<file path="src/logic/cpc_pkg.sv">
package cpc_pkg;

  // ================================================
  // Bus and register widths
  // ================================================
  typedef logic [15:0] addr_t;         // CPU and ROM address
  typedef logic [7:0]  byte_t;         // Data byte
  typedef logic [13:0] vram_addr_t;    // Video RAM address, 16 KB
  typedef logic [4:0]  hw_color_t;     // Hardware colour number
  typedef logic [3:0]  pen_t;          // Pen index
  typedef logic [1:0]  screen_mode_t;
  typedef logic [4:0]  crtc_reg_t;     // CRTC register number
  typedef logic [9:0]  scr_start_t;    // Screen start, word units

  // ================================================
  // Decoding constants
  // ================================================
  localparam int NUM_PENS = 16;

  localparam logic [1:0] GA_AREA     = 2'b01;  // Gate array at addr[15:14]
  localparam logic [1:0] LO_ROM_AREA = 2'b00;  // Lower ROM overlay
  localparam logic [1:0] HI_ROM_AREA = 2'b11;  // Upper ROM overlay and screen

  // I/O pages, address high byte
  localparam byte_t PPI_A_PAGE     = 8'hf4;
  localparam byte_t PPI_B_PAGE     = 8'hf5;
  localparam byte_t PPI_C_PAGE     = 8'hf6;
  localparam byte_t PPI_CTRL_PAGE  = 8'hf7;
  localparam byte_t CRTC_SEL_PAGE  = 8'hbc;
  localparam byte_t CRTC_DATA_PAGE = 8'hbd;

  localparam crtc_reg_t CRTC_R_START_HI = 5'd12;
  localparam crtc_reg_t CRTC_R_START_LO = 5'd13;

  localparam byte_t ROM_BANK_AMSDOS = 8'd7;   // Bank mapped to ROM chip 2
  localparam byte_t PPI_CTRL_RESET  = 8'h9b;  // Port A as input

endpackage

</file>
<file path="src/logic/crtc_regs.sv">
module crtc_regs (
  input  logic                clk_cpu,
  input  logic                pwr_up_reset_n,
  input  logic                i_crtc_sel_wr,   // Write to the select port
  input  logic                i_crtc_data_wr,  // Write to the data port
  input  cpc_pkg::byte_t      i_data,
  output cpc_pkg::scr_start_t o_scr_start
);

  cpc_pkg::crtc_reg_t crtc_sel;    // Selected register number

  always_ff @(posedge clk_cpu) begin
    if (!pwr_up_reset_n) begin
      crtc_sel    <= '0;
      o_scr_start <= '0;
    end else begin
      if (i_crtc_sel_wr) begin
        crtc_sel <= i_data[4:0];
      end
      // Only the screen-start pair is kept
      if (i_crtc_data_wr) begin
        if (crtc_sel == cpc_pkg::CRTC_R_START_HI) begin
          o_scr_start[9:8] <= i_data[1:0];
        end
        if (crtc_sel == cpc_pkg::CRTC_R_START_LO) begin
          o_scr_start[7:0] <= i_data;
        end
      end
    end
  end

endmodule

</file>
<file path="config.mk">
export PLATFORM = sky130hd
export DESIGN_NAME = crtc_regs
export DESIGN_NICKNAME = d
export VERILOG_FILES = /design/src/logic/cpc_pkg.sv /design/src/logic/crtc_regs.sv
export SDC_FILE = /design/constraint.sdc
export NUM_CORES = 1
export LEC_CHECK = 0
export ABC_AREA = 1
export BUFFER_PORTS_ARGS = -buffer_cell sky130_fd_sc_hd__buf_2
export CAP_MARGIN = 20
export CORE_MARGIN = 2
export CORE_UTILIZATION = 52
export CTS_BUF_LIST = sky130_fd_sc_hd__clkbuf_16
export DETAILED_ROUTE_END_ITERATION = 8
export PLACE_DENSITY_LB_ADDON = 0.25
export SLEW_MARGIN = 0
export SYNTH_ARGS = -nofsm -noshare
export SYNTH_HDL_FRONTEND = slang
export SYNTH_SLANG_ARGS = --single-unit
</file>
<file path="constraint.sdc">
create_clock -name clk_cpu -period 3 [get_ports clk_cpu]
set_input_delay 0.15 -clock clk_cpu [delete_from_list [all_inputs] [get_ports clk_cpu]]
set_output_delay 0.15 -clock clk_cpu [all_outputs]
set_load 0.03 [all_outputs]
</file>
After elaboration in Yosys (flattened, before gate mapping). Cells that the tools add are included.

Register bits: 15. Input port bits: 12. Word-level logic and storage cells: 7.

Equality and inequality tests: 2. Reductions and logical operators: 2.

Operator list (count): 5-bit by 4-bit equality test with 1-bit output, second input constant (2); 2-bit AND reduction (2).

Depth between registers and ports, before layout.
Depth after elaboration: 2. Depth in mapped cells: 7. Mapped depth without buffers: 6.

Worst setup path after synthesis. No wires, ideal clock.

Path kind: reg-to-reg. From: register crtc_sel[2]. To: register o_scr_start[2]. Arrival time: 0.857 ns. Slack: 2.029 ns. Cell stages (with the launch flop): 7. Buffers on the path: 1. Cell sequence: dfxtp_1 > nand2_2 > nor2_8 > buf_12 > nand3_2 > nand2_1 > nor2_2.

Cells in the longest elaborated chain, start to end: 2.

RTL lines: start, declared (RTL line crtc_regs.sv:10) `cpc_pkg::crtc_reg_t crtc_sel;`; start signal, assigned (RTL line crtc_regs.sv:18) `crtc_sel <= i_data[4:0];`; 5-bit by 4-bit equality test with 1-bit output (RTL line crtc_regs.sv:25) `if (crtc_sel == cpc_pkg::CRTC_R_START_LO) begin`; 2-bit AND reduction (no line); end signal, assigned (RTL line crtc_regs.sv:26) `o_scr_start[7:0] <= i_data;`; end, declared (RTL line crtc_regs.sv:7) `output cpc_pkg::scr_start_t o_scr_start`.

No other way between the ends. A chain may end at the register's enable or synchronous reset.

Worst setup path in the final report.
From: register crtc_sel[0]. To: register o_scr_start[6].

The elaborated chain is that of the path after synthesis.

==> results.py <==
metrics = {
    "status": {
        "status": "finished clean",
    },
    "job": {
        "cap_violations": 0,
    },
    "yosys": {
        "netlist.area_leader.share": 0.4096,
        "synth_cell_types": 17,
        "syn_avg_cell_area_um2": 7.970,
        "ys_warn_count": 0,
        "syn-cell-area_um2": 733.2,
        "async_flop_share": 0,
        "ys.flop_type": "dfxtp_1",
        "synth.net_count": 104,
        "yosys.area.top_type": "dfxtp_1",
        "synth-edff-count": 0,
        "yosysMostFrequentCell": "dfxtp_1",
        "syn_inst": 92,
        "ys_seq_elements": 15,
        "yosys-top-cells-area": "dfxtp_1, a21oi_2, inv_1",
        "netlist_top_cells_count": "dfxtp_1, inv_1, nand2_1, nor2_1, nand3_1",
        "ys_seq_area_frac": 0.4096,
    },
    "detailed_routing": {
        "drc": 0,
        "drt_wl_total_um": 1331,
        "vias": 617,
        "drtAntennaViolNets": 0,
        "drt-vias-per-instance": 4.820,
        "dr.pass1.iters": 4,
        "drt-initial-drc-count": 11,
        "routedWlPerCell_um": 10.40,
    },
    "timing": {
        "tns_ns": 0,
        "fin_crit_sh": 0.3844,
        "setup_violations": 0,
        "worst_slew_pin_slew_ns": 0.4846,
        "hold_viol_final": 0,
        "rsz0062_at_grt": "no",
        "max_freq_mhz": 867.3,
        "period_needed_ns": 1.153,
        "finalMaxSlewViolations": 0,
        "skew_ns": 0.001795,
        "slew_headroom": 0.6761,
    },
    "finish": {
        "final_cell_area_um2": 887.1,
        "area_growth_pct": 20.99,
        "final_cell_count_no_fill": 128,
        "layout-drive-gt1-share": 0.3805,
        "diodes": 0,
        "finalNetCount": 126,
        "fillers": 122,
        "fin_util": 0.6817,
    },
    "clock_tree": {
        "post_cts_resized": 0,
        "cts_hold_buf": 0,
        "htreeDepth": 1,
        "cts_buffer_depth": 2,
        "numCtsBuffers": 3,
        "clk_latency_ns": 0.24,
        "clk_pin_slew_ns": 0.05,
        "cts_tree": "done",
        "cts_sinks": 15,
        "post_cts_buffers": 0,
        "cts_root_buf": "clkbuf_16",
    },
    "worst_setup_path": {
        "critPathRequiredTime_ns": 3.13,
        "cpMaxStageDelayCell": "nor2_4",
        "arrival_ns": 1.29,
        "critPathKind": "flip-flop to flip-flop",
        "cpPeakStageDelay_ns": 0.38,
        "worstPathMaxFanout": 16,
        "end_kind": "flip-flop",
        "crit_chain": "inv_2 > nor2_4 > nand3_1 > nand2_1 > nor2_1",
        "rr_worst_depth": 5,
        "start_kind": "flip-flop",
    },
    "floorplanning": {
        "dieWidth_um": 41.55,
        "dieArea_um2": 1726,
        "start_util": 0.5635,
        "rows": 13,
        "die_h_um": 41.55,
        "core-area_um2": 1301,
        "ios": 22,
    },
    "placement": {
        "gp_congestion": 0.6546,
        "port_buffers": 21,
        "hpwlAfterDp_um": 939.6,
        "dpl-instance-area_um2": 808.3,
        "dp.cells": 124,
    },
    "worst_hold_path": {
        "hp-class": "primary input to flip-flop",
        "whs_path_depth": 3,
    },
    "grt": {
        "track_usage": 0.1764,
        "antenna_found_initial": 0,
        "grt_pass1_wl_um": 2380,
        "grt_max_degree": 19,
        "grt_pass1_vias": 568,
        "grt-ovfl-total": 0,
    },
    "pwr": {
        "vdd_drop_max_mv": 0.2847,
        "p_per_area_nw_per_um2": 566.2,
        "leakagePower_nw": 0.4553,
    },
}
-- routing by layer --
metal	track usage	vias to the layer above	part of all wire
met2	0.2563	24	0.46
met4	0.09677	0	0.0090
met1	0.2411	260	0.46
li1	-	331	-
met3	0.03913	2	0.070
met5	0	-	0
-- worst max-delay path: cells and delay by family, from the launching register on --
family	cells	cell delay [ns]
AND/OR/NAND/NOR	4	0.63
flip-flops	1	0.36
buffers and inverters	1	0.06
-- state kept, by name, indices dropped and copies added (netlist names) --
register / count
crtc_sel: 5
o_scr_start: 10
-- metrics by stage --
stage	total power (W)	hold slack (ns)	setup slack [ns]
after floorplan	0.0002476	0.2884	2.029
after global placement	0.0002546	0.4210	1.898
after detailed placement	0.0002558	0.4332	1.858
after CTS	0.0005083	0.1841	1.855
after global routing	0.0005223	0.1948	1.730
final	0.0005022	0.1815	1.847
-- final timing paths --
path                                             startpoint                           to  slack (ns)
worst max-delay path               crtc_sel[0]$_SDFFE_PN0P_  o_scr_start[6]$_SDFFE_PN0P_        1.85
worst min-delay path                              i_data[4]     crtc_sel[4]$_SDFFE_PN0P_        0.18
worst max register to register     crtc_sel[0]$_SDFFE_PN0P_  o_scr_start[6]$_SDFFE_PN0P_        1.85
worst min register to register  o_scr_start[4]$_SDFFE_PN0P_  o_scr_start[4]$_SDFFE_PN0P_        0.49
-- cell type report --
type / instances / area [um^2] / share of cell area
clock inverter: 1 / 3.754 / 0.004231
sequential: 15 / 300.3 / 0.3385
clock buffer: 3 / 75.07 / 0.08463
tap: 15 / 18.77 / 0.02116
multi-input combinational: 57 / 324.1 / 0.3653
inverter: 16 / 60.06 / 0.06770
timing repair buffer: 21 / 105.1 / 0.1185
-- power by group --
group	internal (W)	leakage [nW]	switching, W
Combinational	0.0000141	0.291	0.0000281
Sequential	0.000205	0.122	0.00000451
Clock	0.000176	0.0423	0.0000741
-- layout by cell type (no fill, tap or decap) --
cell type / n
nor2_8: 1
nor2_4: 1
dfxtp_1: 15
nand2_1: 12
inv_1: 14
a21oi_2: 8
o21ai_0: 5
nor2_2: 2
nand2_2: 2
inv_2: 3
nand3_2: 2
nor2_1: 10
nand3_1: 9
buf_2: 21
clkbuf_16: 3
a21oi_1: 5
-- cell families (layout without fill, tap and decap cells) --
logic type / after synthesis / after routing / share of synthesized area
AO/OA/AOI/OAI: 18 / 18 / 0.1638
buffers and inverters: 20 / 41 / 0.1485
AND/OR/NAND/NOR: 39 / 39 / 0.2781
flip-flops: 15 / 15 / 0.4096
(Power assumes the default switching activity.)
