**config.mk**
```make
export PLATFORM = sky130hd
export DESIGN_NAME = cpu_bus_decode
export DESIGN_NICKNAME = d
export VERILOG_FILES = /design/src/logic/cpc_pkg.sv /design/src/logic/cpu_bus_decode.sv
export SDC_FILE = /design/constraint.sdc
export NUM_CORES = 1
export LEC_CHECK = 0
export ABC_AREA = 1
export BUFFER_PORTS_ARGS = -buffer_cell sky130_fd_sc_hd__buf_2
export CAP_MARGIN = 5
export CORE_AREA = 5 5 42 44
export DETAILED_ROUTE_END_ITERATION = 10
export DIE_AREA = 0 0 47 49
export PLACE_DENSITY_LB_ADDON = 0.05
export SLEW_MARGIN = 30
export SYNTH_ARGS = -nofsm -noshare
export SYNTH_HDL_FRONTEND = slang
export SYNTH_SLANG_ARGS = --single-unit
```
**constraint.sdc**
```tcl
create_clock -name clk_cpu -period 1.3 [get_ports clk_cpu]
set_input_delay 0.26 -clock clk_cpu [delete_from_list [all_inputs] [get_ports clk_cpu]]
set_output_delay 0.26 -clock clk_cpu [all_outputs]
set_load 0.1 [all_outputs]
```
**src/logic/cpc_pkg.sv**
```systemverilog
package cpc_pkg;

  // ================================================
  // Bus and register widths
  // ================================================
  typedef logic [15:0] addr_t;         // CPU and ROM address
  typedef logic [7:0]  byte_t;         // Data byte
  typedef logic [13:0] vram_addr_t;    // Video RAM address, 16 KB
  typedef logic [4:0]  hw_color_t;     // Hardware colour number
  typedef logic [3:0]  pen_t;          // Pen index
  typedef logic [1:0]  screen_mode_t;
  typedef logic [4:0]  crtc_reg_t;     // CRTC register number
  typedef logic [9:0]  scr_start_t;    // Screen start, word units

  // ================================================
  // Decoding constants
  // ================================================
  localparam int NUM_PENS = 16;

  localparam logic [1:0] GA_AREA     = 2'b01;  // Gate array at addr[15:14]
  localparam logic [1:0] LO_ROM_AREA = 2'b00;  // Lower ROM overlay
  localparam logic [1:0] HI_ROM_AREA = 2'b11;  // Upper ROM overlay and screen

  // I/O pages, address high byte
  localparam byte_t PPI_A_PAGE     = 8'hf4;
  localparam byte_t PPI_B_PAGE     = 8'hf5;
  localparam byte_t PPI_C_PAGE     = 8'hf6;
  localparam byte_t PPI_CTRL_PAGE  = 8'hf7;
  localparam byte_t CRTC_SEL_PAGE  = 8'hbc;
  localparam byte_t CRTC_DATA_PAGE = 8'hbd;

  localparam crtc_reg_t CRTC_R_START_HI = 5'd12;
  localparam crtc_reg_t CRTC_R_START_LO = 5'd13;

  localparam byte_t ROM_BANK_AMSDOS = 8'd7;   // Bank mapped to ROM chip 2
  localparam byte_t PPI_CTRL_RESET  = 8'h9b;  // Port A as input

endpackage

```
**src/logic/cpu_bus_decode.sv**
```systemverilog
module cpu_bus_decode (
  input  logic             clk_cpu,
  input  logic             pwr_up_reset_n,
  input  cpc_pkg::addr_t   i_addr,
  input  logic             i_mreq_n,
  input  logic             i_iorq_n,
  input  logic             i_rd_n,
  input  logic             i_wr_n,
  input  cpc_pkg::byte_t   i_mem_rdata,    // Registered memory read data
  input  cpc_pkg::byte_t   i_io_rdata,     // Registered I/O read data
  output logic             o_mem_wr,
  output logic             o_mem_rd,
  output logic             o_ga_wr,
  output logic             o_rom_bank_wr,
  output logic             o_ppi_a_wr,
  output logic             o_ppi_c_wr,
  output logic             o_ppi_ctrl_wr,
  output logic             o_ppi_a_rd,
  output logic             o_ppi_b_rd,
  output logic             o_crtc_sel_wr,
  output logic             o_crtc_data_wr,
  output cpc_pkg::byte_t   o_cpu_data
);

  logic           io_wr;
  logic           io_rd;
  logic           ga_sel;
  logic           io_wr_hi;       // I/O write, not gate array, addr[13] set
  cpc_pkg::byte_t page;
  logic           mem_rd_q;       // Last bus state was a memory read
  logic           io_rd_q;        // Last bus state was an I/O read

  // Access types from the raw strobes
  assign o_mem_rd = ~i_rd_n & ~i_mreq_n;
  assign o_mem_wr = ~i_wr_n & ~i_mreq_n;
  assign io_rd    = ~i_rd_n & ~i_iorq_n;
  assign io_wr    = ~i_wr_n & ~i_iorq_n;

  assign page   = i_addr[15:8];
  assign ga_sel = (i_addr[15:14] == cpc_pkg::GA_AREA);

  // ================================================
  // I/O write selects, prioritized
  // ================================================
  assign o_ga_wr       = io_wr & ga_sel;               // Highest priority
  assign o_rom_bank_wr = io_wr & ~ga_sel & ~i_addr[13];
  assign io_wr_hi      = io_wr & ~ga_sel & i_addr[13];

  assign o_ppi_a_wr     = io_wr_hi & (page == cpc_pkg::PPI_A_PAGE);
  assign o_ppi_c_wr     = io_wr_hi & (page == cpc_pkg::PPI_C_PAGE);
  assign o_ppi_ctrl_wr  = io_wr_hi & (page == cpc_pkg::PPI_CTRL_PAGE);
  assign o_crtc_sel_wr  = io_wr_hi & (page == cpc_pkg::CRTC_SEL_PAGE);
  assign o_crtc_data_wr = io_wr_hi & (page == cpc_pkg::CRTC_DATA_PAGE);

  // Read selects, PPI only
  assign o_ppi_a_rd = io_rd & (page == cpc_pkg::PPI_A_PAGE);
  assign o_ppi_b_rd = io_rd & (page == cpc_pkg::PPI_B_PAGE);

  // ================================================
  // Read data return, one cycle behind the bus
  // ================================================
  always_ff @(posedge clk_cpu) begin
    if (!pwr_up_reset_n) begin
      mem_rd_q <= 1'b0;
      io_rd_q  <= 1'b0;
    end else begin
      mem_rd_q <= o_mem_rd;
      io_rd_q  <= io_rd & ~o_mem_rd;  // Memory wins on a double strobe
    end
  end

  assign o_cpu_data = mem_rd_q ? i_mem_rdata :
                      io_rd_q  ? i_io_rdata  : '0;  // Idle bus reads as 0

endmodule

```
==> flow_summary.toml, run 1 <==
[run_status]
lastStage = "5_1_grt"
tool.error = "[ERROR DPL-0033] detailed placement checks failed during check placement."
status = "did not finish"

[floorplan]
die_x_um = 47
start_util_pct = 24.9
io_pins = 57
fp-row-count = 14
die_h_um = 49

[clocking]
clk_path_buf_depth = 2
cts.sinks = 2
htree_levels = 1
cts_buffers = 3
root_buffer = "clkbuf_4"

[synthesis]
synth_area_um2 = 349
synth_top_family_by_area = "simple AND/OR/NAND/NOR gates"
yosysTopAreaCellShare_pct = 35.5
async_flop_share_pct = 0
synth.most_common_cell = "nand2_1"
post-synth-top-area-cell = "nand2_1"
synth_compound_area_share_pct = 0
synthMuxAreaShare_pct = 0
yosys.area_share.simple_pct = 76.3
ys_seq_elements = 2
synth_area_leaders = "nand2_1, nor2_1, nand3_1"
synth_seq_area_share_pct = 11.5
synth_common_cells = "nand2_1, nor2_1, inv_1, nand3_1, nor3_1"
yosys_warnings = 0
syn_nets = 116
syn_avg_cell_area_um2 = 4.48
synth_cells = 78
synth_edf_count = 0
synth_xor_area_share_pct = 0
synth_ff_type = "dfxtp_1"
synthAdderAreaFrac_pct = 0
synth_cell_types = 9

[place]
place_area_um2 = 1150
place.port_buffers = 48
gp_congestion = 0.734
hpwl_mm = 1.51

[global_route]
antenna_found_initial = 0
grt_max_degree = 9

[sta]
endpoint_type = "top-level output"
worst_endpoint = "o_cpu_data[5]"
## kinds of logic after synthesis
group	after synthesis
AND/OR/NAND/NOR	65
buffers and inverters	11
flip-flops	2
## per-stage QoR
step	setup WS, ns	setup TNS (ns)	utilization (%)	instances
3_5_place_dp	-0.0322	-0.142	81.9	144
2_1_floorplan	-0.0744	-0.0744	-	78
4_1_cts	-0.0321	-0.123	87.6	148
3_3_place_gp	-0.000409	-0.000452	81.9	144
## what timing repair did
item,in CTS
hold buffers,0
pin swaps,6
setup buffers,1
hold endpoints to repair,0
endpoints found under the setup margin,15
gates resized for setup,16
==> run 2, diff against run 1 <==
- CORE_AREA: 5 5 42 44 -> 5 5 66 68
- DIE_AREA: 0 0 47 49 -> 0 0 71 73
- PLACE_DENSITY_LB_ADDON: 0.05 -> 0.15
==> flow_summary.toml, run 2 <==
[sta]
fmax_mhz = 777
worst_slew_pin_slew_ns = 0.181
drv_slew = 0
finalCritPeriodShare_pct = 98.9
setup_viol = 0
fin_ws_ns = 0.0137
relSlewSlack_pct = 87.9
rsz0062_at_grt = "true"
hold_ws_ns = 0.290
hold_viol = 0
setup-tns-final_ns = 0
fin_crit_ns = 1.29

[place]
gp_congestion = 0.803
hpwl_mm = 1.58
place.port_buffers = 48
dp_slack_ns = -0.0297

[floorplan]
core_um2 = 3800
io_pins = 57
fp-row-count = 23
die_h_um = 73
start_util_pct = 9.19
die_x_um = 71
dieArea_um2 = 5180

[global_route]
grt_max_degree = 9
grt_overflow = 0
first_global_vias = 697
antenna_found_initial = 0
track_usage_pct = 7.24
grt_pass1_wl_mm = 3.04

[drt]
vias_per_cell = 3.72
wl_per_cell_um = 9.80
drtIter0Drc = 3
drt_pass1_iterations = 2
drt-total-wl_mm = 1.80
vias = 685
postRouteAntennaNets = 0
drc = 0

[critical_path]
critPathMaxStageDelay_ns = 0.37
start_kind = "register"
endpoint_kind = "output port"
crit_family = "flip-flops"
crit_slowest_cell = "dfxtp_4"
worstPathCellList = "buf_12, nand2_2, nand2_4, buf_12"
cp.arrival_ns = 1.03
critPathBufInv = 2
required_ns = 1.04
critPathKind = "reg2out"
cp_common_cell = "buf_12"
setup.worst_path.start = "mem_rd_q$_SDFF_PN0_"
cp_max_fo = 8

[synthesis]
yosysTopAreaCellShare_pct = 35.5
synth_area_leaders = "nand2_1, nor2_1, nand3_1"
async_flop_share_pct = 0
synth_ff_type = "dfxtp_1"
syn_avg_cell_area_um2 = 4.48
yosys_warnings = 0
synth_seq_area_share_pct = 11.5
ys_seq_elements = 2
synth.most_common_cell = "nand2_1"
synth_common_cells = "nand2_1, nor2_1, inv_1, nand3_1, nor3_1"
synth_area_um2 = 349
post-synth-top-area-cell = "nand2_1"
syn_nets = 116
synth_cells = 78
synth_cell_types = 9
synth_edf_count = 0

[worst_hold_path]
worstHoldStart = "pwr_up_reset_n"
hold_path_class = "in2reg"

[layout]
syn_to_final_growth_pct = 301
drive_gt1_share_pct = 86.6
final_cell_mix = "buf_2, buf_12, nand2_4"
largest_registers = "io_rd_q: 1 flops, mem_rd_q: 1 flops"
final_nets = 174
final_common_cell = "buf_2"
final_util_pct = 36.9
fillerInstances = 420
diodes = 0

[run]
max_cap_violations = 0

[clocking]
htree_levels = 1
clk_path_buf_depth = 2
clk_pin_slew_worst_paths_ns = 0.03
cts_buffers = 3
cts_tree = "built"
root_buffer = "clkbuf_8"
cts_hold_buf = 0
cts.sinks = 2

[run_status]
status = "finished clean"

[power]
p_leak_nw = 0.601
p_total_uw = 713
ir_worst_vdd_mv = 0.244
powerDensity_nw_per_um2 = 510
-- run 2: area by class of cell --
type                            instances  area (µm²)  area share (%)
Tap cell                               50        62.6            4.47
Inverter                                9        46.3            3.31
Clock buffer                            3        41.3            2.95
Sequential cell                         2        47.5            3.40
Timing Repair Buffer                   55         629            45.0
Multi-Input combinational cell         65         573            40.9
-- run 2: path summary, 6_finish.rpt --
| path | to | slack (ns) | depth (start not counted) |
|---|---|---|---|
| max | o_cpu_data[2] | 0.01 | 4 |
| min | mem_rd_q$_SDFF_PN0_ | 0.29 | 3 |
-- run 2: repair_timing --
item	CTS	global route
gates resized for setup	6	39
gates cloned	0	0
endpoints found under the setup margin	15	15
pin swaps	8	12
buffers inserted	0	1
-- run 2: per-layer routing --
layer | vias up | GRT usage [%] | part of all wire [%]
li1 | 349 | - | -
met1 | 301 | 8.11 | 37
met2 | 35 | 12.6 | 51
met3 | 0 | 2.34 | 12
met4 | 0 | 3.13 | 0
met5 | - | 0 | 0
-- run 2: where the power goes --
group	switching [mW]	internal [mW]	total [mW]	leakage, nW
clock network	0.0434	0.195	0.239	0.0216
registers	0.00595	0.0621	0.0681	0.0178
logic	0.245	0.161	0.407	0.562
total	0.295	0.419	0.713	0.601
-- run 2: logic make-up after synthesis --
| kind of cell | share of synthesized area, % |
|---|---|
| AND/OR/NAND/NOR | 76.3 |
| buffers and inverters | 12.2 |
| flip-flops | 11.5 |
-- run 2: stage by stage --
stage               cell area, µm²  std cells
global placement              1200        180
CTS                           1260        183
detailed placement            1200        180
global route                  1400        184
finish                        1400        184
floorplan                      581         78
Power figures use the tool's default switching activity.
==> run 3, diff against run 2 <==
- CAP_MARGIN: 5 -> unset
- clock period: 1.3 -> 1.45 ns (I/O delays scaled with it)
==> flow_summary.toml, run 3 (synthesis results as in run 2) <==
[place]
hpwl_mm = 1.58
place.port_buffers = 48
dp.cells = 180
gp_congestion = 0.790
place_area_um2 = 1040
dp_slack_ns = 0.0177

[clocking]
root_buffer = "clkbuf_8"
htree_levels = 1
cts_setup_buffers = 0
cts_buffers = 3
cts_tree = "built"
cts.sinks = 2
clk_path_buf_depth = 2
clk_pin_slew_worst_paths_ns = 0.03

[floorplan]
fp-row-count = 23
die_x_um = 71
start_util_pct = 9.19
dieArea_um2 = 5180
die_h_um = 73
core_um2 = 3800
io_pins = 57

[worst_hold_path]
hold_end = "mem_rd_q$_SDFF_PN0_"
worstHoldStart = "i_rd_n"
hold_path_class = "in2reg"
hold_depth = 2

[sta]
relSlewSlack_pct = 85.6
hold_viol = 0
setup-tns-final_ns = 0
fmax_mhz = 711
rsz0062_at_grt = "true"
worst_slew_pin_slew_ns = 0.215
hold_ws_ns = 0.299
drv_slew = 0
setup_viol = 0
fin_ws_ns = 0.0431
fin_crit_ns = 1.41
finalCritPeriodShare_pct = 97.0

[critical_path]
cp.arrival_ns = 1.12
crit_slowest_cell = "buf_12"
cp_common_cell = "nor2_2"
critPathKind = "in2out"
critPathMaxStageDelay_ns = 0.19
start_kind = "primary input"
worstPathCellList = "buf_2, nor2_2, nand3_1, buf_4, nor2_2, buf_12"
endpoint_kind = "output port"
required_ns = 1.16
cp_max_fo = 5

[drt]
postRouteAntennaNets = 0
drc = 0
drt_pass1_iterations = 3
drt-total-wl_mm = 1.74
drtIter0Drc = 8
wl_met3_um = 319
vias = 667
vias_per_cell = 3.64
met2_wirelength_um = 798
highest_layer = "met3"
wl_met1_um = 620
wl_per_cell_um = 9.49

[global_route]
track_usage_pct = 6.78
grt_pass1_wl_mm = 2.93
grt_max_degree = 9
first_global_vias = 714
grt_overflow = 0
antenna_found_initial = 0

[layout]
final_cell_area_um2 = 1100
final_cell_mix = "buf_2, nand2_1, buf_12"
drive_gt1_share_pct = 62.4
final_common_cell = "buf_2"
final_util_pct = 29.0
diodes = 0
ff_latch_area_um2 = 41.3
fillerInstances = 432
syn_to_final_growth_pct = 215
multi_input_area_um2 = 352
final_nets = 173
largest_registers = "io_rd_q: 1 flops, mem_rd_q: 1 flops"
fin_cells = 183

[power]
powerDensity_nw_per_um2 = 518
ir_worst_vdd_mv = 0.140
p_leak_nw = 0.495
p_total_uw = 570

[run_status]
status = "finished clean"

[run]
max_cap_violations = 0
[run 3: changes by cell type in the layout (fill, tap and decap cells not counted), sizes merged]
cell	change
buf	-1
[run 3: layout make-up]
cell class / count / area share [%]
repair buffers: 54 / 51.8
multi-input cells: 65 / 31.9
well taps: 50 / 5.68
flip-flops and latches: 2 / 3.75
clock buffers: 3 / 3.75
inverters: 9 / 3.07
[run 3: how the worst max path moves through the flow]
| stage | startpoint | to | cells past startpoint |
|---|---|---|---|
| after floorplan | i_addr[15] | o_ga_wr | 3 |
| final | i_wr_n | o_crtc_sel_wr | 6 |
| after global placement | i_iorq_n | o_crtc_sel_wr | 6 |
| after global routing | i_wr_n | o_crtc_sel_wr | 6 |
| after detailed placement | i_iorq_n | o_ppi_ctrl_wr | 6 |
| after CTS | i_iorq_n | o_crtc_sel_wr | 6 |
[run 3: power by group]
part           internal, mW  switching [mW]  total [mW]
Combinational         0.111           0.183       0.294
Clock                 0.175          0.0389       0.214
Sequential           0.0579         0.00373      0.0617
Total                 0.344           0.226       0.570
[run 3: per-layer routing]
| metal | global-route usage [%] | vias to the layer above |
|---|---|---|
| met5 | 0 | - |
| met4 | 2.51 | 0 |
| met3 | 3.31 | 0 |
| met2 | 12.7 | 40 |
| met1 | 6.39 | 278 |
| li1 | - | 349 |
[run 3: worst max-delay path: cells and delay by family]
kind	cells	cell delay, ns
simple gates	3	0.35
buf+inv	3	0.47
[run 3: repair_timing]
action,in CTS,in global routing
hold buffers,0,0
gates resized for setup,0,7
setup endpoints to repair,0,14
==> run 4, diff against run 3 <==
- CELL_PAD_IN_SITES_DETAIL_PLACEMENT: unset -> 1
- CELL_PAD_IN_SITES_GLOBAL_PLACEMENT: unset -> 1
==> flow_summary.toml, run 4 (synthesis results as in run 2) <==
[power]
p_total_uw = 575
powerDensity_nw_per_um2 = 514
ir_worst_vdd_mv = 0.183
p_leak_nw = 0.499

[critical_path]
critPathKind = "in2out"
cp.arrival_ns = 1.09
critPathBufInv = 3
start_kind = "primary input"
cp_max_fo = 4
critPathMaxStageDelay_ns = 0.18
crit_family = "simple AND/OR/NAND/NOR gates"
crit_slowest_cell = "buf_12"
worstPathCellList = "buf_2, inv_1, nand2_1, nor2_1, nand2_2, nor2_4, buf_12"
required_ns = 1.16
endpoint_kind = "output port"

[drt]
vias_per_cell = 3.72
wl_per_cell_um = 10.6
postRouteAntennaNets = 0
drc = 0
drtIter0Drc = 3
drt_pass1_iterations = 3
vias = 681
drt-total-wl_mm = 1.94

[sta]
fmax_mhz = 724
drv_slew = 0
fin_crit_ns = 1.38
worst_slew_pin_slew_ns = 0.217
relSlewSlack_pct = 85.5
rsz0062_at_grt = "false"
hold_viol = 0
finalCritPeriodShare_pct = 95.3
setup_viol = 0

[clocking]
clk_pin_slew_worst_paths_ns = 0.03
cts_buffers = 3
cts_hold_buf = 0
cts_tree = "built"
clk_path_buf_depth = 2
root_buffer = "clkbuf_8"
cts.sinks = 2
htree_levels = 1

[global_route]
track_usage_pct = 7.78
gr-usage-met3_pct = 3.03
antenna_found_initial = 0
first_global_vias = 743
grt.busiest_layer = "met2"
grt_overflow = 0
grt_max_degree = 9
grt.met1_usage_pct = 7.94
grt_pass1_wl_mm = 3.26
met2_usage_pct = 13.9

[layout]
final_common_cell = "buf_2"
final_cell_area_um2 = 1120
drive_gt1_share_pct = 60.9
diodes = 0
final_cell_mix = "buf_2, nand2_1, buf_12"
largest_registers = "io_rd_q: 1 flops, mem_rd_q: 1 flops"
final_nets = 173
syn_to_final_growth_pct = 221

[run_status]
status = "finished clean"

[run]
max_cap_violations = 0

[worst_hold_path]
hold_path_class = "in2reg"

[place]
gp_congestion = 0.745
hpwl_mm = 1.78
place_area_um2 = 1040
place.port_buffers = 48

[floorplan]
io_pins = 57
fp-row-count = 23
core_um2 = 3800
dieArea_um2 = 5180
die_x_um = 71
die_h_um = 73
start_util_pct = 9.19
-- run 4: cell types whose count changed in the layout (fill, tap and decap cells not counted) --
cell / delta
buf_4: -1
buf_6: +1
inv_1: +1
inv_2: -1
nand3_1: -1
nand3_2: +1
nor2_1: +2
nor2_2: -5
nor2_4: +3
-- run 4: worst paths after layout --
kind	startpoint	depth (start not counted)	slack (ns)	to
worst max-delay path	i_addr[11]	7	0.07	o_ppi_a_wr
worst min-delay path	i_rd_n	2	0.30	mem_rd_q$_SDFF_PN0_
-- run 4: through the flow --
step / utilization, % / worst slack (ns) / std cells / setup TNS [ns] / hold slack [ns]
global placement: 27.5 / 0.00791 / 180 / 0 / 0.509
global route: 29.5 / 0.00185 / 183 / 0 / 0.312
detailed placement: 27.5 / 0.00746 / 180 / 0 / 0.514
finish: 29.5 / 0.0687 / 183 / 0 / 0.303
floorplan: - / -0.405 / 78 / -1.91 / 0.367
CTS: 28.6 / -0.00357 / 183 / -0.00357 / 0.299
-- run 4: layout make-up --
class,instances,area [µm²]
Sequential cell,2,41.3
Clock buffer,3,41.3
Fill cell,475,2680
Tap cell,50,62.6
Multi-Input combinational cell,65,367
Timing Repair Buffer,54,574
Inverter,9,33.8
-- run 4: where the power goes --
part / switching [mW] / internal, mW / leakage (nW)
logic: 0.186 / 0.112 / 0.460
registers: 0.00281 / 0.0579 / 0.0168
clock network: 0.0409 / 0.175 / 0.0216
-- run 4: layer usage --
metal	vias to the layer above	wire, µm
li1	347	-
met1	293	710
met2	41	958
met3	0	270
met4	0	0
met5	-	0
-- run 4: repair_timing --
item | 4_1_cts | 5_1_grt
setup endpoints to repair | 1 | 10
gates resized for setup | 0 | 9
pin swaps | 0 | 1
setup buffers | 0 | 0
cloned | 0 | 0
