### src/logic/cpc_pkg.sv
package cpc_pkg;

  // ================================================
  // Bus and register widths
  // ================================================
  typedef logic [15:0] addr_t;         // CPU and ROM address
  typedef logic [7:0]  byte_t;         // Data byte
  typedef logic [13:0] vram_addr_t;    // Video RAM address, 16 KB
  typedef logic [4:0]  hw_color_t;     // Hardware colour number
  typedef logic [3:0]  pen_t;          // Pen index
  typedef logic [1:0]  screen_mode_t;
  typedef logic [4:0]  crtc_reg_t;     // CRTC register number
  typedef logic [9:0]  scr_start_t;    // Screen start, word units

  // ================================================
  // Decoding constants
  // ================================================
  localparam int NUM_PENS = 16;

  localparam logic [1:0] GA_AREA     = 2'b01;  // Gate array at addr[15:14]
  localparam logic [1:0] LO_ROM_AREA = 2'b00;  // Lower ROM overlay
  localparam logic [1:0] HI_ROM_AREA = 2'b11;  // Upper ROM overlay and screen

  // I/O pages, address high byte
  localparam byte_t PPI_A_PAGE     = 8'hf4;
  localparam byte_t PPI_B_PAGE     = 8'hf5;
  localparam byte_t PPI_C_PAGE     = 8'hf6;
  localparam byte_t PPI_CTRL_PAGE  = 8'hf7;
  localparam byte_t CRTC_SEL_PAGE  = 8'hbc;
  localparam byte_t CRTC_DATA_PAGE = 8'hbd;

  localparam crtc_reg_t CRTC_R_START_HI = 5'd12;
  localparam crtc_reg_t CRTC_R_START_LO = 5'd13;

  localparam byte_t ROM_BANK_AMSDOS = 8'd7;   // Bank mapped to ROM chip 2
  localparam byte_t PPI_CTRL_RESET  = 8'h9b;  // Port A as input

endpackage

### src/logic/gate_array_regs.sv
module gate_array_regs (
  input  logic                  clk_cpu,
  input  logic                  pwr_up_reset_n,
  input  logic                  i_ga_wr,        // Gate array I/O write
  input  cpc_pkg::byte_t        i_data,
  input  cpc_pkg::pen_t         i_pen_index,    // Pen lookup from video side
  output cpc_pkg::hw_color_t    o_pen_color,
  output cpc_pkg::hw_color_t    o_border_color,
  output cpc_pkg::screen_mode_t o_mode,
  output logic                  o_lo_rom_dis,
  output logic                  o_hi_rom_dis
);

  cpc_pkg::pen_t      pen;            // Current pen for colour writes
  logic               border_sel;     // Colour writes go to the border
  cpc_pkg::hw_color_t palette [cpc_pkg::NUM_PENS];
  logic [1:0]         func;

  assign func = i_data[7:6];          // Function code

  // ================================================
  // Register writes
  // ================================================
  always_ff @(posedge clk_cpu) begin
    if (!pwr_up_reset_n) begin
      pen            <= '0;
      border_sel     <= 1'b0;
      o_border_color <= '0;
      o_mode         <= '0;
      o_lo_rom_dis   <= 1'b0;         // Both ROMs enabled
      o_hi_rom_dis   <= 1'b0;
      for (int i = 0; i < cpc_pkg::NUM_PENS; i++) begin
        palette[i] <= '0;
      end
    end else if (i_ga_wr) begin
      case (func)
        2'd0: begin                   // Pen or border select
          border_sel <= i_data[4];
          if (!i_data[4]) begin
            pen <= i_data[3:0];
          end
        end
        2'd1: begin                   // Colour write
          if (border_sel) begin
            o_border_color <= i_data[4:0];
          end else begin
            palette[pen] <= i_data[4:0];
          end
        end
        2'd2: begin                   // Mode and ROM disables
          o_hi_rom_dis <= i_data[3];
          o_lo_rom_dis <= i_data[2];
          o_mode       <= i_data[1:0];
        end
        default: begin
          // RAM banking not supported
        end
      endcase
    end
  end

  // ================================================
  // Palette lookup for the video side
  // ================================================
  always_ff @(posedge clk_cpu) begin
    if (!pwr_up_reset_n) begin
      o_pen_color <= '0;
    end else begin
      o_pen_color <= palette[i_pen_index];  // One cycle after the index
    end
  end

endmodule

### config.mk
export PLATFORM = sky130hd
export DESIGN_NAME = gate_array_regs
export DESIGN_NICKNAME = d
export VERILOG_FILES = /design/src/logic/cpc_pkg.sv /design/src/logic/gate_array_regs.sv
export SDC_FILE = /design/constraint.sdc
export NUM_CORES = 1
export LEC_CHECK = 0
export BUFFER_PORTS_ARGS = -buffer_cell sky130_fd_sc_hd__clkbuf_2
export CORE_ASPECT_RATIO = 1.1
export CORE_MARGIN = 2
export CORE_UTILIZATION = 29
export DETAILED_ROUTE_END_ITERATION = 16
export GPL_TIMING_DRIVEN = 0
export SYNTH_ARGS = -nofsm -noshare
export SYNTH_HDL_FRONTEND = slang
export SYNTH_SLANG_ARGS = --single-unit
### constraint.sdc
create_clock -name clk_cpu -period 3.5 [get_ports clk_cpu]
set_input_delay 0.7 -clock clk_cpu [delete_from_list [all_inputs] [get_ports clk_cpu]]
set_output_delay 0.7 -clock clk_cpu [all_outputs]
set_load 0.02 [all_outputs]
## Word level (Yosys, flattened, before mapping)

Memories as Yosys holds them, arrays and structs flattened. A register that Yosys moved wholly into a read port is not among the register bits.
Index checks and enable logic that the tools add are counted.

| word-level totals | value |
|---|---|
| register bits after elaboration | 14 |
| latch bits | 0 |
| bits in writable memories | 80 |
| bits in read-only memories | 0 |
| bits of input ports | 15 |
| output and inout bits | 14 |
| word-level logic and storage cells | 26 |
| memories | 1 |

| operators by class | value |
|---|---|
| add/subtract/negate cells | 0 |
| $mul | 0 |
| div/mod/pow operators | 0 |
| magnitude comparators | 0 |
| equality and inequality tests | 2 |
| shift operators | 0 |
| mux-type cells | 9 |
| bitwise logic cells | 1 |
| reductions and logical operators | 7 |

Memories:

| memory | words | bits a word | read ports | clocked after Yosys merged registers in | write ports | line | RTL |
|---|---|---|---|---|---|---|---|
| palette | 16 | 5 | 1 | 1 | 16 | gate_array_regs.sv:16 | `cpc_pkg::hw_color_t palette [cpc_pkg::NUM_PENS];` |

Operator list:

| cell | count |
|---|---|
| $mux W1 | 7 |
| $reduce_and A3 Y1 | 2 |
| $mux W5 | 1 |
| $reduce_or A5 Y1 | 1 |
| $mux W4 | 1 |
| $reduce_and A2 Y1 | 2 |
| $eq A2 B1 Y1 const B | 1 |
| $eq A2 B2 Y1 const B | 1 |
| $logic_not A2 Y1 | 1 |
| $logic_not A1 Y1 | 1 |
| $not A1 Y1 | 1 |

## Longest topological paths before layout

Gate-level depths: netlist (run 1).

| depth | value |
|---|---|
| depth after elaboration | 7 |
| gate-level depth with buffers | 6 |
| mapped depth without buffers | 4 |

## Least setup slack after synthesis (run 1)

OpenSTA, ideal clock, no wires.

| path | value |
|---|---|
| path type | input port to flip-flop |
| start point | input port i_data[7] |
| end point | memory palette[10][0] (netlist name) (enable) |
| setup time | 0.374 ns |
| data arrival time | 1.822 ns |
| data required time | 3.126 ns |
| slack | 1.304 ns |
| stages on the path | 5 |
| path buffers | 2 |
| cells stage by stage | and3b_1 -> buf_2 -> nand4bb_2 -> buf_2 -> o21ai_0 |

RTL lines:

| what | line | RTL |
|---|---|---|
| start: declaration | gate_array_regs.sv:5 | `input cpc_pkg::byte_t i_data,` |
| end: declaration | gate_array_regs.sv:16 |  |

==> qor.csv, run 1 <==
metric;value;unit
status;complete, no violations;
start_util;0.2946;
clockRootBuffer;clkbuf_16;
routed_wirelength;10080;um
drt_iter0_drc;174;
hpwl;7343;um
dp_worst_setup_slack;810.6;ps
final_nets;393;
cts_resized;0;
endpoint_kind;flip-flop;
ant_nets;0;
nFillCells;1477;
worstHoldStart;o_border_color[3];
ys.flop_type;edfxtp_1;
grt_pass1_wl;15680;um
firstDrtPassIters;4;
final_cell_mix;80 x and2_1, 80 x edfxtp_1, 26 x mux2i_1, 20 x clkbuf_2;
portBuffers;20;
reg2reg_from;pen[3];
r2r_setup_slack;1400;ps
worstSetupPathType;in2reg;
synth_top_cell_by_area;edfxtp_1;
synth_cell_types;34;
wire_per_inst;17.30;um
grt_usage;0.1285;
cts.sinks;99;
setup_ws;1169;ps
timing.rr.end;palette[8][2];
tns;0;ps
areaGrowthSynthToFinish;13.95;%
final.period_utilization;0.6659;
arrival;2310;ps
antenna_found_initial;0;
clockBufferDepth;2;
ys_top_cells_by_area;edfxtp_1 52%, and2_1 11%, dfxtp_1 8.3%;
yosysSeqAreaShare;0.6072;
pin_count;29;
start_kind;input pin;
cp_max_fo;10;
routabilityCongestion;0.8245;
cap_violations;0;
overflow;0;
p_per_area;473.5;nW/um^2
grt_pass1_vias;2802;
min_period;2331;ps
synth_top_area_frac;0.5242;
cts_buffers;9;
drive_gt1_frac;0.1723;
row_count;48;
power_leakage;1.919;nW
drc;0;
ys_ff_latch;99;
vias_per_cell;4.739;
max_freq;0.4291;GHz
die_w;123.9;um
core;15550;sq um
clkSlewWorstSetupHoldPaths;60;ps
netlist_instances;347;
dr_total_vias;2763;
syn_avg_cell_area;13.21;sq um
worstRegToRegCells;3;
grt_setup_unrepaired;no;
synth-async-reset-ratio;0;
post_cts_buffers;0;
yosys_warnings;0;
hold_class;reg2reg;
hold_ws;469.5;ps
synth_area;4583;sq um
insertedDiodeCount;0;
fp.dieH;135.9;um
cp.required;3470;ps
htree_levels;3;
synth_fp_nets;362;
finalSetupViolCount;0;
whs_endpoint;o_border_color[3];
max_slew_margin;0.4188;
hold_viol_final;0;
clk_latency;350;ps
dieArea;16830;sq um
grt_max_degree;16;
ir_worst_vdd;226.2;uV
worst_slew_pin_slew;862.8;ps
hold_path_depth;2;
fin_skew;7.753;ps
hold_buffers;0;
slew_violations;0;
synth_edf_count;80;
cts_tree;done;
## synth_stat cells (3+ instances only)
cell       n
and2_1    80
nand4_1    3
a22oi_1    4
o21ai_0   12
mux2i_1   26
mux4_2    13
nor2_1    11
edfxtp_1  80
nand2b_1   9
buf_2      7
nand3_1   11
dfxtp_1   19
nor3_2     4
clkbuf_1  16
nand3b_1   3
nand2_1   13
a21boi_0   5
nor2b_1   12
## registers in the layout, summed over array words and instances (netlist names)
name,flops
o_lo_rom_dis,1
pen,4
o_pen_color,5
palette,80
o_border_color,5
o_mode,2
border_sel,1
o_hi_rom_dis,1
## kinds of logic (layout without fill, tap and decap cells)
logic type	Yosys count	count (layout)	share of synthesized area
AO/OA/AOI/OAI	25	25	0.03413
flip-flops	99	99	0.6072
buffers and inverters	28	64	0.02812
AND/OR/NAND/NOR	156	156	0.2099
multiplexers	39	39	0.1207
## power by group
| group | switching, W | leakage [nW] | internal [W] | total (W) |
|---|---|---|---|---|
| clock network | 0.000407 | 0.141 | 0.000571 | 0.000978 |
| registers | 0.0000144 | 0.981 | 0.00131 | 0.00132 |
| logic | 0.000110 | 0.797 | 0.0000623 | 0.000172 |
## how the worst max path moves through the flow
stage,slack [ps],start,depth (start not counted),end
6_report,1170,i_data[7],6,palette[8][2]
5_1_grt,1080,i_data[7],6,palette[11][0]
4_1_cts,1180,i_data[7],6,palette[8][2]
3_5_place_dp,810,i_data[7],6,palette[8][1]
3_3_place_gp,820,i_data[7],6,palette[9][1]
2_1_floorplan,1300,i_data[7],5,palette[10][0]
## per-layer routing
layer	track usage	vias up	wire, um
met3	0.03398	11	670
li1	-	1305	-
met4	0.04167	0	110
met1	0.1657	1369	4325
met5	0	-	0
met2	0.2097	78	4976
## cell type report
cell class	count	area (sq um)	share of cell area
Buffer	26	121.4	0.02324
Timing Repair Buffer	20	100.1	0.01917
Clock buffer	13	250.2	0.04792
Multi-Input combinational cell	220	1672	0.3201
Inverter	2	7.507	0.001437
Tap cell	200	250.2	0.04792
Clock inverter	3	38.79	0.007427
Sequential cell	99	2783	0.5328
## worst max-delay path, stage by stage
cell and delay, ps:
clkbuf_2 120, and3b_1 200, buf_2 180, nand4bb_2 170
buf_2 220, o21ai_0 710
## metrics by stage
stage               power (W)  cell area, sq um  instances    util
global route         0.002558              5223        583  0.3357
detailed placement   0.001524              4933        567  0.3172
finish               0.002473              5223        583  0.3357
global placement     0.001519              4933        567  0.3172
CTS                  0.002494              5223        583  0.3357
floorplan            0.001459              4583        347       -
Note: power is estimated with default switching activity, not from simulation.
==> run 2, diff against run 1 <==
Settings changed: ABC_AREA set to 1.
Clock period 3.5 ns to 2.2 ns, I/O delays scaled along.
==> run 2 against run 1 <==
Net effect: cell count grew 28%; first-iteration DRC count shrank 1.1%; sequential cell count is the same; synthesized cell count grew 47%; non-clock buffer count grew 2; sequential share of layout area grew 0.36 points; routed wire length grew 6.4%; clock skew shrank 2.5 ps; sequential power grew 60%; utilization grew 0.88 points.
==> qor.csv, run 2 <==
metric;value;unit;change
final.period_utilization;0.8599;;
synth_xor_area_frac;0;;unchanged
arrival;1920;ps;-390 ps
max_slew_margin;0.5578;;+0.1391
cts_resized;0;;unchanged
routed-wl-met3;501;um;-25%
synth_fp_nets;524;;+45%
ys_top_cells_by_area;edfxtp_1 54%, nand2_1 13%, dfxtp_1 8.5%;;
status;complete, no violations;;
ys_ff_latch;99;;unchanged
synth_area;4469;sq um;-2.5%
power_leakage;2.244;nW;+17%
ys.flop_type;edfxtp_1;;
drive_gt1_frac;0.09800;;-0.07432
final_cell_mix;154 x nand2_1, 85 x nor2_1, 80 x edfxtp_1, 52 x inv_1, 52 x nand3_1;;
endpoint_kind;flip-flop;;
synthSimpleGateAreaFrac;0.2707;;+0.06078
dr_total_vias;3424;;+24%
netlist_instances;509;;+47%
synth_top_area_frac;0.5375;;+0.01335
hpwl;7774;um;+5.9%
finalSetupViolCount;0;;unchanged
hold_viol_final;0;;unchanged
die_w;122.4;um;-1.2%
synth_edf_count;80;;unchanged
p_per_area;810.3;nW/um^2;+71%
synth_cell_types;15;;-56%
start_util;0.2969;;+0.002232
syn_avg_cell_area;8.781;sq um;-34%
grt_usage;0.1391;;+0.01058
core;15050;sq um;-3.2%
post_cts_buffers;0;;unchanged
ant_nets;0;;unchanged
cp.required;2230;ps;-1240 ps
largest_reg_flops;80;;unchanged
crit_chain;inv_1 -> nand4_1 -> nor3_2 -> nand2_1 -> nand2_1;;
max_stage_delay;460;ps;-250 ps
cts_buffers;9;;unchanged
firstDrtPassIters;5;;+1
grt_pass1_vias;3416;;+22%
grt_setup_unrepaired;no;;
routed_wirelength;10730;um;+6.4%
top_register;palette;;
ir_worst_vdd;379.2;uV;+68%
yosys_warnings;0;;unchanged
start_kind;flip-flop;;
hold_buffers;0;;unchanged
row_count;47;;-2.1%
met1_length;4671;um;+8.0%
clockRootBuffer;clkbuf_16;;
synth-async-reset-ratio;0;;unchanged
cap_violations;0;;unchanged
clk_latency;350;ps;about the same
grt_pass1_wl;17220;um;+9.8%
synth_compound_area_frac;0.03639;;+0.002269
highest_layer;met4;;
hold_ws;412.8;ps;-56.70 ps
dp_worst_setup_slack;-46.78;ps;-857.3 ps
dpl_cell_area;4845;sq um;-1.8%
wire_per_inst;14.36;um;-17%
min_period;1892;ps;
drc;0;;unchanged
dieArea;16420;sq um;-2.4%
clockBufferDepth;2;;unchanged
fp.dieH;134.2;um;-1.2%
grt_max_degree;17;;+1
synth_top_family_by_area;simple AND/OR/NAND/NOR gates;;
synth_top_cell_by_area;edfxtp_1;;
pin_count;29;;unchanged
vias_per_cell;4.584;;-3.3%
hold_class;in2reg;;
slew_violations;0;;unchanged
nFillCells;1603;;+8.5%
final_nets;561;;+43%
synth_common_cells;154 x nand2_1, 85 x nor2_1, 80 x edfxtp_1;;
worst_slew_pin_slew;663.2;ps;-199.5 ps
overflow;0;;unchanged
reg_top3;palette (80), o_border_color (5), o_pen_color (5);;
fin_util;0.3446;;+0.008835
cts.sinks;99;;unchanged
fin_skew;5.220;ps;-2.532 ps
routabilityCongestion;0.8283;;+0.46%
antenna_found_initial;0;;unchanged
final_area;5187;sq um;-0.67%
dr_wl_met2;5360;um;+7.7%
cp_max_fo;6;;-4
clkSlewWorstSetupHoldPaths;70;ps;about the same
portBuffers;26;;+30%
setup_ws;308.3;ps;-861.0 ps
synthMuxAreaShare;0;;-0.1207
cts_tree;done;;
yosysMostFrequentCell;nand2_1;;
yosysSeqAreaShare;0.6226;;+0.01547
worstSetupPathType;reg2reg;;
cpMostUsedCell;nand2_1;;
areaGrowthSynthToFinish;16.07;%;
synth_fa_ha_area_frac;0;;unchanged
layout_commonest_cell;nand2_1;;
slowest_stage;nor3_2;;
drt_iter0_drc;172;;-1.1%
insertedDiodeCount;0;;unchanged
htree_levels;3;;unchanged
max_freq;0.5286;GHz;
[run 2: kinds of logic after synthesis]
| logic type | Yosys count |
|---|---|
| AOI/OAI and AO/OA | 32 |
| buffers and inverters | 81 |
| DFF | 99 |
| and+or+nand+nor | 297 |
[run 2: final timing paths]
kind | from | to | slack (ps) | cells after the start
worst min-delay path | i_ga_wr | border_sel | 410 | 3
worst max register to register | border_sel | palette[1][2] | 310 | 5
worst min register to register | border_sel | border_sel | 500 | 2
worst max-delay path | border_sel | palette[1][2] | 310 | 5
[run 2: worst max-delay path, delay by kind of cell, from the launching register on]
| kind | cells | cell delay, ps |
|---|---|---|
| buf+inv | 1 | 60 |
| flops | 1 | 310 |
| simple gates | 4 | 1190 |
[run 2: report_power, final]
part,leakage (nW),switching [W],total (W),internal (W)
Combinational,1.11,0.000230,0.000313,0.0000828
Clock,0.159,0.000671,0.00178,0.00111
Sequential,0.980,0.0000227,0.00211,0.00208
Total,2.24,0.000924,0.00420,0.00328
[run 2: final cells by class]
type                       count  area (sq um)  share of cell area
clock inverter                 6         113.9             0.02195
multi-input combinational    329          1373              0.2646
timing repair buffer          26         130.1             0.02508
inverter                      59         221.5             0.04269
clock buffer                  10         229.0             0.04414
sequential                    99          2783              0.5364
buffer                        22         92.59             0.01785
tap                          196         245.2             0.04727
[run 2: per-layer routing]
metal	vias up	GRT usage
met2	75	0.2395
met1	1624	0.1690
met4	0	0.04853
met5	-	0
met3	16	0.03316
li1	1709	-
[run 2: metrics by stage]
| step | setup TNS, ps | total power (W) | instances |
|---|---|---|---|
| final | 0 | 0.004204 | 747 |
| after global routing | 0 | 0.004344 | 747 |
| after CTS | 0 | 0.004234 | 747 |
| after detailed placement | -1054 | 0.002459 | 731 |
| after global placement | 0 | 0.002452 | 731 |
| after floorplan | 0 | 0.002344 | 509 |
==> run 3, diff against run 2 <==
Settings changed: BUFFER_PORTS_ARGS -buffer_cell sky130_fd_sc_hd__clkbuf_2 to -buffer_cell sky130_fd_sc_hd__buf_4.
==> run 3 against run 2 <==
Net effect: cell count unchanged; power is 5.3% lower; combinational power is 4% higher; critical path type unchanged; largest power group unchanged; highest routed layer unchanged.
==> qor.csv, run 3 (synthesis results as in run 2) <==
metric;value;unit;change
power_frac_comb;0.081;;+0.007
routabilityCongestion;0.8136;;-1.8%
cts.sinks;99;;unchanged
insertedDiodeCount;0;;unchanged
fp.dieH;134.2;um;unchanged
pin_count;29;;unchanged
fin_util;0.3460;;+0.001413
slew_violations;0;;unchanged
clkSlewWorstSetupHoldPaths;70;ps;about the same
worst_slew_pin_slew;652.3;ps;-10.98 ps
grt_pass1_vias;3255;;-4.7%
cts_buffers;9;;unchanged
vias_per_cell;4.549;;-0.76%
grt_setup_unrepaired;no;;
overflow;0;;unchanged
clkPwrFrac;0.389;;-0.035
firstDrtPassIters;5;;unchanged
wire_per_inst;13.90;um;-3.2%
layout_commonest_cell;nand2_1;;
areaGrowthSynthToFinish;16.55;%;
status;complete, no violations;;
fin_skew;6.888;ps;+1.667 ps
hold_class;in2reg;;
antenna_found_initial;0;;unchanged
grt_pass1_wl;16670;um;-3.2%
cap_violations;0;;unchanged
ir_worst_vdd;338.8;uV;-11%
ant_nets;0;;unchanged
final_cell_mix;154 x nand2_1, 85 x nor2_1, 80 x edfxtp_1, 52 x inv_1, 52 x nand3_1;;
power_leakage;2.253;nW;+0.38%
start_util;0.2969;;unchanged
dp_worst_setup_slack;-59.15;ps;-12.37 ps
p_int;0.003055;W;-6.9%
p_switching;0.0009263;W;+0.24%
start_kind;flip-flop;;
largest_reg_flops;80;;unchanged
reg_top3;palette (80), o_border_color (5), o_pen_color (5);;
clockBufferDepth;2;;unchanged
grt_util_met2;0.2284;;-0.01111
worstSetupPathType;reg2reg;;
power_frac_seq;0.529;;+0.028
hold_buffers;0;;unchanged
cp.required;2230;ps;about the same
grt_max_degree;18;;+1
final_nets;561;;unchanged
nFillCells;1570;;-2.1%
core;15050;sq um;unchanged
p_sw_frac;0.2327;;+0.01286
routed_wirelength;10380;um;-3.2%
drive_gt1_frac;0.09800;;unchanged
clk_latency;340;ps;about the same
min_period;1931;ps;+39.71 ps
top_usage_layer;met2;;
drc;0;;unchanged
max_slew_margin;0.5652;;+0.007322
dieArea;16420;sq um;unchanged
setup_ws;268.6;ps;-39.72 ps
grt_use_met3;0.02891;;-0.004252
portBuffers;26;;unchanged
htree_levels;3;;unchanged
final_area;5209;sq um;+0.41%
max_freq;0.5178;GHz;-2.1%
cts_tree;done;;
row_count;47;;unchanged
arrival;1960;ps;+40 ps
cp_max_fo;6;;unchanged
top_register;palette;;
clockRootBuffer;clkbuf_16;;
dr_total_vias;3398;;-0.76%
hold_viol_final;0;;unchanged
final.period_utilization;0.8779;;+0.01805
drt_iter0_drc;214;;+24%
post_cts_buffers;0;;unchanged
die_w;122.4;um;unchanged
finalSetupViolCount;0;;unchanged
grtUsageMet1;0.1720;;+0.002984
p_per_area;764.3;nW/um^2;-5.7%
grt_usage;0.1358;;-0.003314
dpl_cell_area;4910;sq um;+1.3%
cts_resized;0;;unchanged
hpwl;7539;um;-3.0%
endpoint_kind;flip-flop;;
[run 3: cell types whose count changed in the layout (fill, tap and decap cells not counted), moves of 2 or more]
| cell | change |
|---|---|
| inv_6 | +2 |
| clkbuf_2 | -26 |
| bufinv_16 | -3 |
| buf_4 | +26 |
| clkinvlp_4 | -2 |
[run 3: final timing paths]
kind,startpoint,end,slack (ps),depth (start not counted)
setup / recovery,border_sel,palette[7][4],270,5
hold / removal,i_data[6],border_sel,410,4
setup reg to reg,border_sel,palette[7][4],270,5
hold reg to reg,border_sel,border_sel,510,2
[run 3: area by class of cell]
cell class / count / area (sq um) / area share
multi-input combinational: 329 / 1373 / 0.2635
clock inverter: 4 / 31.28 / 0.006005
clock buffer: 12 / 267.8 / 0.05141
inverter: 59 / 221.5 / 0.04252
sequential: 99 / 2783 / 0.5342
timing repair buffer: 26 / 195.2 / 0.03747
tap: 196 / 245.2 / 0.04708
buffer: 22 / 92.59 / 0.01778
[run 3: worst max-delay path, cell delays in order, from the launching register on]
cell and delay (ps):
dfxtp_1 310, inv_1 70, nand4_1 260, nor3_2 460
nand2_1 250, nand2_1 260
[run 3: per-stage QoR]
stage          hold WS [ps]  cells  power (W)  TNS (ps)
6_report              406.3    747   0.003981         0
3_5_place_dp          501.5    731   0.002471    -882.3
3_3_place_gp          472.9    731   0.002465         0
4_1_cts               396.5    747   0.004008         0
5_1_grt               447.4    747   0.004118         0
2_1_floorplan         459.2    509   0.002344         0
[run 3: power by group through the flow]
stage	registers (W)	clock network, W	logic [W]
floorplan	0.00216	0	0.000187
CTS	0.00211	0.00158	0.000324
finish	0.00211	0.00155	0.000324
global route	0.00211	0.00164	0.000362
detailed placement	0.00215	0	0.000322
global placement	0.00215	0	0.000318
[run 3: metal layers]
layer  share of wire  up-vias
li1                -     1707
met1            0.44     1587
met2            0.49       92
met3           0.053       12
met4           0.018        0
met5               0        -
